$ cat config.mk
export PLATFORM = sky130hd
export DESIGN_NAME = operandFetch
export DESIGN_NICKNAME = d
export VERILOG_FILES = /design/src/verilog/opPkg.sv /design/src/verilog/rfPkg.sv /design/src/verilog/immExtend.sv /design/src/verilog/operandFetch.sv /design/src/verilog/operandSelect.sv /design/src/verilog/regFile.sv
export VERILOG_INCLUDE_DIRS = /design/src /design/src/verilog
export SDC_FILE = /design/constraint.sdc
export NUM_CORES = 2
export LEC_CHECK = 0
export BUFFER_PORTS_ARGS = -buffer_cell sky130_fd_sc_hd__clkbuf_2
export CAP_MARGIN = 40
export CORE_ASPECT_RATIO = 1.1
export CORE_MARGIN = 3
export CORE_UTILIZATION = 57
export CTS_CLUSTER_DIAMETER = 60
export DETAILED_ROUTE_END_ITERATION = 12
export MAX_ROUTING_LAYER = met4
export PLACE_DENSITY = 0.77
export SETUP_SLACK_MARGIN = 0.15
export SKIP_CTS_REPAIR_TIMING = 1
export SYNTH_ARGS = -nofsm -noshare
export SYNTH_HDL_FRONTEND = slang
export SYNTH_SLANG_ARGS = --single-unit
$ cat constraint.sdc
create_clock -name clk -period 4.8 [get_ports clk]
set_clock_uncertainty 0.05 [all_clocks]
set_input_delay 0.96 -clock clk [delete_from_list [all_inputs] [get_ports clk]]
set_output_delay 0.96 -clock clk [all_outputs]
set_load 0.02 [all_outputs]
$ cat src/verilog/operand_defines.svh
`ifndef OPERAND_DEFINES_SVH
`define OPERAND_DEFINES_SVH

// datapath word.
`define WORD_WIDTH 32

// general registers, index 0 reads as zero.
`define REG_COUNT 32
`define SEL_WIDTH 5

// raw immediate field of the instruction.
`define IMM_WIDTH 16

`endif

$ cat src/verilog/opPkg.sv
`default_nettype none

`include "operand_defines.svh"

package opPkg;

  // how the 16-bit field is widened to a word.
  typedef enum logic [1:0] {
    immSext  = 2'b00,  // copy the top bit up.
    immZext  = 2'b01,  // zeros above.
    immUpper = 2'b10   // field in the high half.
  } immKindE;

  // raw immediate as it sits in the instruction.
  typedef logic [`IMM_WIDTH-1:0] immT;

endpackage

`default_nettype wire

$ cat src/verilog/rfPkg.sv
`default_nettype none

`include "operand_defines.svh"

package rfPkg;

  // one register or operand word.
  typedef logic [`WORD_WIDTH-1:0] wordT;

  // register index for read and write ports.
  typedef logic [`SEL_WIDTH-1:0] regSelT;

endpackage

`default_nettype wire
$ cat src/verilog/immExtend.sv
`default_nettype none

`include "operand_defines.svh"

module immExtend (
  input  wire opPkg::immT     imm,
  input  wire opPkg::immKindE immKind,
  output rfPkg::wordT         immValue
);

  localparam int FillWidth = `WORD_WIDTH - `IMM_WIDTH;

  logic signBit;

  assign signBit = imm[`IMM_WIDTH-1];

  always_comb begin
    case (immKind)
      opPkg::immZext: begin
        immValue = {{FillWidth{1'b0}}, imm};
      end
      opPkg::immUpper: begin
        immValue = {imm, {FillWidth{1'b0}}};  // low half cleared.
      end
      opPkg::immSext: begin
        immValue = {{FillWidth{signBit}}, imm};
      end
      default: begin
        immValue = {{FillWidth{signBit}}, imm};  // unused code, same as sext.
      end
    endcase
  end

endmodule

`default_nettype wire

$ cat src/verilog/operandFetch.sv
`default_nettype none

module operandFetch (
  input  wire logic           clk,
  input  wire logic           rstN,
  input  wire logic           inValid,
  input  wire rfPkg::regSelT  read1Sel,
  input  wire rfPkg::regSelT  read2Sel,
  input  wire opPkg::immT     imm,
  input  wire opPkg::immKindE immKind,
  input  wire logic           useImm,
  input  wire logic           write,
  input  wire rfPkg::regSelT  writeSel,
  input  wire rfPkg::wordT    writeData,
  output rfPkg::wordT         opA,
  output rfPkg::wordT         opB,
  output logic                outValid,
  output logic                err
);

  rfPkg::wordT read1Data;
  rfPkg::wordT read2Data;
  rfPkg::wordT immValue;

  regFile regFileInst (
    .clk       (clk),
    .rstN      (rstN),
    .read1Sel  (read1Sel),
    .read2Sel  (read2Sel),
    .writeSel  (writeSel),
    .writeData (writeData),
    .write     (write),
    .read1Data (read1Data),
    .read2Data (read2Data),
    .err       (err)
  );

  immExtend immExtendInst (
    .imm      (imm),
    .immKind  (immKind),
    .immValue (immValue)
  );

  // also sees the write-back for forwarding.
  operandSelect operandSelectInst (
    .clk       (clk),
    .rstN      (rstN),
    .inValid   (inValid),
    .useImm    (useImm),
    .read1Sel  (read1Sel),
    .read2Sel  (read2Sel),
    .read1Data (read1Data),
    .read2Data (read2Data),
    .immValue  (immValue),
    .write     (write),
    .writeSel  (writeSel),
    .writeData (writeData),
    .opA       (opA),
    .opB       (opB),
    .outValid  (outValid)
  );

endmodule

`default_nettype wire

$ cat src/verilog/operandSelect.sv
`default_nettype none

module operandSelect (
  input  wire logic          clk,
  input  wire logic          rstN,
  input  wire logic          inValid,
  input  wire logic          useImm,
  input  wire rfPkg::regSelT read1Sel,
  input  wire rfPkg::regSelT read2Sel,
  input  wire rfPkg::wordT   read1Data,
  input  wire rfPkg::wordT   read2Data,
  input  wire rfPkg::wordT   immValue,
  input  wire logic          write,
  input  wire rfPkg::regSelT writeSel,
  input  wire rfPkg::wordT   writeData,
  output rfPkg::wordT        opA,
  output rfPkg::wordT        opB,
  output logic               outValid
);

  logic        writeLive;
  logic        fwd1;
  logic        fwd2;
  rfPkg::wordT regA;
  rfPkg::wordT regB;
  rfPkg::wordT opBNext;

  // write-back that really targets a register.
  assign writeLive = write && (writeSel != '0);

  assign fwd1 = writeLive && (writeSel == read1Sel);
  assign fwd2 = writeLive && (writeSel == read2Sel);

  // The register file only shows a write from the next cycle on, so a
  // same-cycle write-back has to be taken from the bus directly. Index
  // 0 never matches because writeLive excludes it.
  always_comb begin
    if (read1Sel == '0) begin
      regA = '0;
    end else if (fwd1) begin
      regA = writeData;
    end else begin
      regA = read1Data;
    end
  end

  always_comb begin
    if (read2Sel == '0) begin
      regB = '0;
    end else if (fwd2) begin
      regB = writeData;
    end else begin
      regB = read2Data;
    end
  end

  assign opBNext = useImm ? immValue : regB;  // immediate wins.

  // operand registers toward execute.
  always_ff @(posedge clk) begin
    if (inValid) begin
      opA <= regA;
      opB <= opBNext;
    end
  end

  always_ff @(posedge clk) begin
    if (!rstN) begin
      outValid <= 1'b0;
    end else begin
      outValid <= inValid;  // fixed one cycle latency.
    end
  end

endmodule

`default_nettype wire

$ cat src/verilog/regFile.sv
`default_nettype none

`include "operand_defines.svh"

module regFile (
  input  wire logic          clk,
  input  wire logic          rstN,
  input  wire rfPkg::regSelT read1Sel,
  input  wire rfPkg::regSelT read2Sel,
  input  wire rfPkg::regSelT writeSel,
  input  wire rfPkg::wordT   writeData,
  input  wire logic          write,
  output rfPkg::wordT        read1Data,
  output rfPkg::wordT        read2Data,
  output logic               err
);

  // storage for registers 1 to 31 only.
  rfPkg::wordT regs [1:`REG_COUNT-1];

  // full view seen by the read muxes.
  rfPkg::wordT regView [0:`REG_COUNT-1];

  // one enable per register.
  logic [`REG_COUNT-1:0] writeEn;

  always_comb begin
    writeEn = '0;
    writeEn[writeSel] = write;  // one-hot decode.
  end

  always_ff @(posedge clk) begin
    if (!rstN) begin
      for (int r = 1; r < `REG_COUNT; r++) begin
        regs[r] <= '0;
      end
    end else begin
      for (int r = 1; r < `REG_COUNT; r++) begin
        if (writeEn[r]) begin
          regs[r] <= writeData;
        end
      end
    end
  end

  always_comb begin
    regView[0] = '0;  // hardwired zero.
    for (int r = 1; r < `REG_COUNT; r++) begin
      regView[r] = regs[r];
    end
  end

  // combinational read ports.
  assign read1Data = regView[read1Sel];
  assign read2Data = regView[read2Sel];

  // A write aimed at register 0 has no storage to land in, so it is
  // dropped here and reported on err for exactly one cycle.
  always_ff @(posedge clk) begin
    if (!rstN) begin
      err <= 1'b0;
    end else begin
      err <= writeEn[0];  // one cycle pulse.
    end
  end

endmodule

`default_nettype wire

# After elaboration in Yosys (flattened, before gate mapping)
# Memory sizes are Yosys's and may differ from the RTL's.
# Cells that the tools add are included.
[classes] bitwise_logic=34 n_mux=138 order_cmp=4 reduce_logical=7 n_eq_ne=4
[ops] op="$mux 32" n=39
[ops] op="$bmux 32 s5" n=2
[ops] op="$mux 1" n=95
[ops] op="$pmux 32 s2" n=1
[ops] op="$and 32x32->32" n=1
[ops] op="$or 1x1->1" n=31
[ops] op="$ge 6x6->1 const B" n=2
[ops] op="$not 5->6" n=2
[ops] op="$eq 5x5->1" n=2
[ops] op="$logic_not 5->1" n=2
[ops] op="$lt 5x6->1 const B" n=1
[ops] op="$demux 1 s5" n=1
[ops] op="$ge 5x1->1 const B" n=1
[ops] op="$reduce_bool 5->1" n=1
[ops] op="$logic_and 1x1->1" n=4
[ops] op="$eq 2x1->1 const B" n=1
[ops] op="$eq 2x2->1 const B" n=1
[totals] mem_bits_rw=992 n_memories=1 ff_bits=66
[memory_table] memory="regFileInst.regs" depth=31 word_bits=32 read_ports=31 rd_ports_with_merged_regs=0 write_ports=31 line_no="regFile.sv:19" text="rfPkg::wordT regs [1:`REG_COUNT-1];"

# Longest topological paths before layout
[logic_depth] depth_word=9 depth_mapped=11 depth_no_buf=7

# Modules after synthesis
# A second synthesis with hierarchy kept.
[hier_totals] hier_cells=4071 area_unflattened_um2=57436.3
[modules_own_cells] module="regFile" area_each_um2=53233.6 cells_per_inst=3674 instances=1
[modules_own_cells] module="operandSelect" area_each_um2=3881.2 cells_per_inst=354 instances=1
[modules_own_cells] module="immExtend" area_each_um2=321.6 cells_per_inst=43 instances=1

# Least setup slack after synthesis
# OpenSTA, ideal clock, no wires.
[synth_timing] path_type="input port to flip-flop" start="input port writeSel[3]" end="register, netlist name regFileInst.regs[0][224]" path_buffers=2 setup_slack_ns=0.231 setup_time_ns=0.466 cell_stages=4 arrival_time_ns=4.053 path_cell_list="buf_2 -> or3b_2 -> clkbuf_1 -> o21ai_0"
[synth_rtl] element="from (decl)" line_no="operandFetch.sv:13" text="input wire rfPkg::regSelT writeSel,"

# Worst setup path after layout
[layout_timing] start="input port read2Sel[2]" end="register operandSelectInst.opB[11] (data pin)"
[layout_via] elab_chain_cells=7 elab_cells_between_ends=10 classes_between="1 x eq/ne; 6 x mux; 1 x bitwise; 2 x reduce/logical"
[layout_rtl] element="from (decl)" line_no="operandFetch.sv:8" text="input wire rfPkg::regSelT read2Sel,"
[layout_rtl] element="$not 5->6 (not written as such)" line_no="regFile.sv:55" text="assign read2Data = regView[read2Sel];"
[layout_rtl] element="$bmux 32 s5" line_no="regFile.sv:55"
[layout_rtl] element="$mux 32 (not written as such) (2 in a row)" line_no="regFile.sv:55"
[layout_rtl] element="$mux 32" line_no="operandSelect.sv:50" text="end else if (fwd2) begin"
[layout_rtl] element="$mux 32 *" line_no="operandSelect.sv:48" text="if (read2Sel == '0) begin"
[layout_rtl] element="$mux 32 *" line_no="operandSelect.sv:57" text="assign opBNext = useImm ? immValue : regB;"
[layout_rtl] element="net operandSelectInst.opBNext[11]" line_no="operandSelect.sv:26" text="rfPkg::wordT opBNext;"
[layout_rtl] element="to (signal assigned)" line_no="operandSelect.sv:63" text="opB <= opBNext;"
[layout_rtl] element="to (decl)" line_no="operandSelect.sv:17" text="output rfPkg::wordT opB,"
# Mark *: on every way through the listed nets, which the timed path passes. The rest lies on a longest branch. The select of a mux whose other input is x is not followed.
# A chain may end at the register's enable or synchronous reset.

==> flow_summary.ini <==
[sta]
fmax_ghz = 0.291
tightest_slew_ps = 947
finalHoldViolations = 0
slew_headroom_pct = 36.7
holdWs_ps = 607
maxSlewViolCount = 0
rsz0062_at_grt = no
post-route-min-period_ps = 3440
finalCritPeriodShare_pct = 71.6
setup_violations = 0
setup_tns_ps = 0

[worst_setup_path]
critical_path_class = in -> reg
crit_fanout = 43
critPathMaxStageDelay_ps = 660
crit_top_cell = buf_4
critPathCaptureType = register
critPathRequiredTime_ps = 5240
path_cells = buf_4 -> buf_4 -> nor2b_2 -> buf_4 -> a22oi_1 -> a21oi_1 -> a31oi_1 -> o21ai_0
critPathArrivalTime_ps = 3870
r2r_slack_ps = 2560
start_kind = input pin
crit_slowest_cell = a21oi_1

[worst_hold_path]
hp-class = in -> reg

[global_routing]
track_usage_pct = 38.0
overflow = 0
grt_max_degree = 59
grt_pass1_vias = 37346
grt_pass1_wl_um = 269000
antenna_found_initial = 16

[die]
design.die.area_mm2 = 0.102
die_y_um = 335
rows = 120
core-area_mm2 = 0.0976
initial_core_util_pct = 57.5
pin_count = 136
die_w_um = 305

[detailed_routing]
wl_um = 189000
wl_per_cell_um = 36.1
ant_nets = 0
via_per_inst = 7.28
num_vias = 38179
drc = 0
drt_iter0_drc = 7082
firstDrtPassIters = 9

[synthesis]
synth_edf_count = 1056
syn_area_per_cell_um2 = 14.7
syn-num-nets = 3890
ys_seq_area_share_pct = 56.5
synth.distinct_cells = 61
ys_ff_latch = 1058
synthCells = 3818
synth_area_mm2 = 0.0562
async_flop_share_pct = 0
yosys_warnings = 0
synthFlopType = edfxtp_1

[clock_tree]
cts_root_buf = clkbuf_16
clk_pin_slew_ps = 60
clock_path_buffers = 3
htree_levels = 3
clock_sinks = 1058
cts-buffers-inserted = 111
worstSkewPairLatency_ps = 710
cts_tree = done

[pwr]
p_leak_nw = 21.7
power.density_mw_per_mm2 = 360
vdd_drop_max_mv = 0.328

[outcome]
outcome = finished clean

[place]
post-dp-hpwl_um = 121000
io_buffer_count = 135
place_inst = 5020
place_congestion = 0.981

[finish]
drive_above_1_share_pct = 26.6
areaGrowthSynthToFinish_pct = 11.7
finalNonFillerCells = 5245
utilization_pct = 64.3
num-nets-final = 3925

[job]
max_cap_violations = 0
[cell type report]
type / count / area (µm²)
Fill cell: 6731 / 34900
Sequential cell: 1058 / 31800
Multi-Input combinational cell: 2350 / 22900
Clock buffer: 145 / 2970
Timing Repair Buffer: 327 / 2820
Tap cell: 1281 / 1600
Clock inverter: 60 / 646
Antenna cell: 19 / 47.5
Inverter: 5 / 18.8
[layer usage]
layer / vias to the layer above / global-route usage, % / wire, µm
met4: 0 / 18.5 / 11200
met2: 3667 / 54.1 / 83000
li1: 14809 / - / -
met5: - / - / 0
met1: 18986 / 48.4 / 62900
met3: 717 / 14.2 / 32300
[cells in the mapped netlist, types with 9 or more instances]
master | n | share of area (%)
or3_1 | 14 | 0.16
edfxtp_1 | 1056 | 56
o31ai_1 | 16 | 0.21
nand3_1 | 32 | 0.29
or4_1 | 14 | 0.19
o21ai_1 | 20 | 0.18
xnor2_1 | 9 | 0.14
buf_2 | 85 | 0.76
o22a_1 | 11 | 0.17
nor2b_1 | 31 | 0.35
nand4_1 | 14 | 0.16
nor2_1 | 54 | 0.36
o211ai_1 | 28 | 0.37
o21ai_0 | 47 | 0.42
mux2i_1 | 70 | 1.2
a221oi_1 | 23 | 0.36
buf_8 | 11 | 0.29
a211oi_1 | 9 | 0.12
mux4_1 | 25 | 1.2
and2_1 | 996 | 11
a22oi_1 | 104 | 1.4
a21oi_1 | 43 | 0.38
mux4_2 | 399 | 16
nand2_1 | 132 | 0.88
a221o_1 | 20 | 0.36
clkbuf_1 | 247 | 1.7
o22ai_1 | 82 | 0.91
a22o_1 | 11 | 0.17
mux2_2 | 82 | 1.6
buf_6 | 18 | 0.36
buf_4 | 32 | 0.43
[stage by stage]
step / area [µm²] / power [W] / setup slack [ps]
2_1_floorplan: 56200 / 0.0128 / 232
3_3_place_gp: 58600 / 0.0138 / 613
3_5_place_dp: 59000 / 0.0139 / 932
4_1_cts: 62700 / 0.0225 / 1670
5_1_grt: 62700 / 0.0230 / 1510
6_report: 62700 / 0.0226 / 1360
[layout by cell type (no fill, tap or decap), types with 32 or more instances in the layout]
cell type and instances:
clkbuf_16 114, clkbuf_2 128, mux2_2 82, nand2_1 132, mux4_2 399, mux2i_1 70, edfxtp_1 1056, buf_4 145
a22oi_1 104, a21oi_1 43, and2_1 996, o22ai_1 82, nand3_1 32, o21ai_4 32
[critical path: cells and delay by family]
family	cells	cell delay (ps)
compound gates	4	1280
buf+inv	3	1380
simple gates	1	200
[report_power, final]
| group | internal (W) | switching, W |
|---|---|---|
| Clock | 0.00504 | 0.00371 |
| Combinational | 0.00109 | 0.00171 |
| Sequential | 0.0107 | 0.000322 |
[kinds of logic (layout without fill, tap and decap cells)]
logic type | count (synthesis) | in the layout | share of synthesized area, %
AOI/OAI and AO/OA | 444 | 444 | 5.53
xor gates and xnor gates | 10 | 10 | 0.156
adders and majority gates | 2 | 2 | 0.0446
buffers and inverters | 410 | 537 | 3.75
DFF | 1058 | 1058 | 56.5
muxes | 577 | 577 | 20.1
other | 0 | 19 | 0
and+or+nand+nor | 1317 | 1317 | 13.9
[flip-flops by register name (all words and copies together) (netlist names)]
| signal | flops |
|---|---|
| operandSelectInst.outValid | 1 |
| operandSelectInst.opA | 32 |
| regFileInst.regs | 992 |
| operandSelectInst.opB | 32 |
| regFileInst.err | 1 |
[final timing paths]
check	startpoint	endpoint	depth (start not counted)
worst max-delay path	read2Sel[2]	operandSelectInst.opB[11]	8
worst min-delay path	rstN	operandSelectInst.outValid	2
worst max register to register	regFileInst.regs[0][378]	operandSelectInst.opA[26]	5
worst min register to register	regFileInst.regs[1][380]	operandSelectInst.opA[28]	3
No activity file was read; power rests on OpenSTA's default activity.
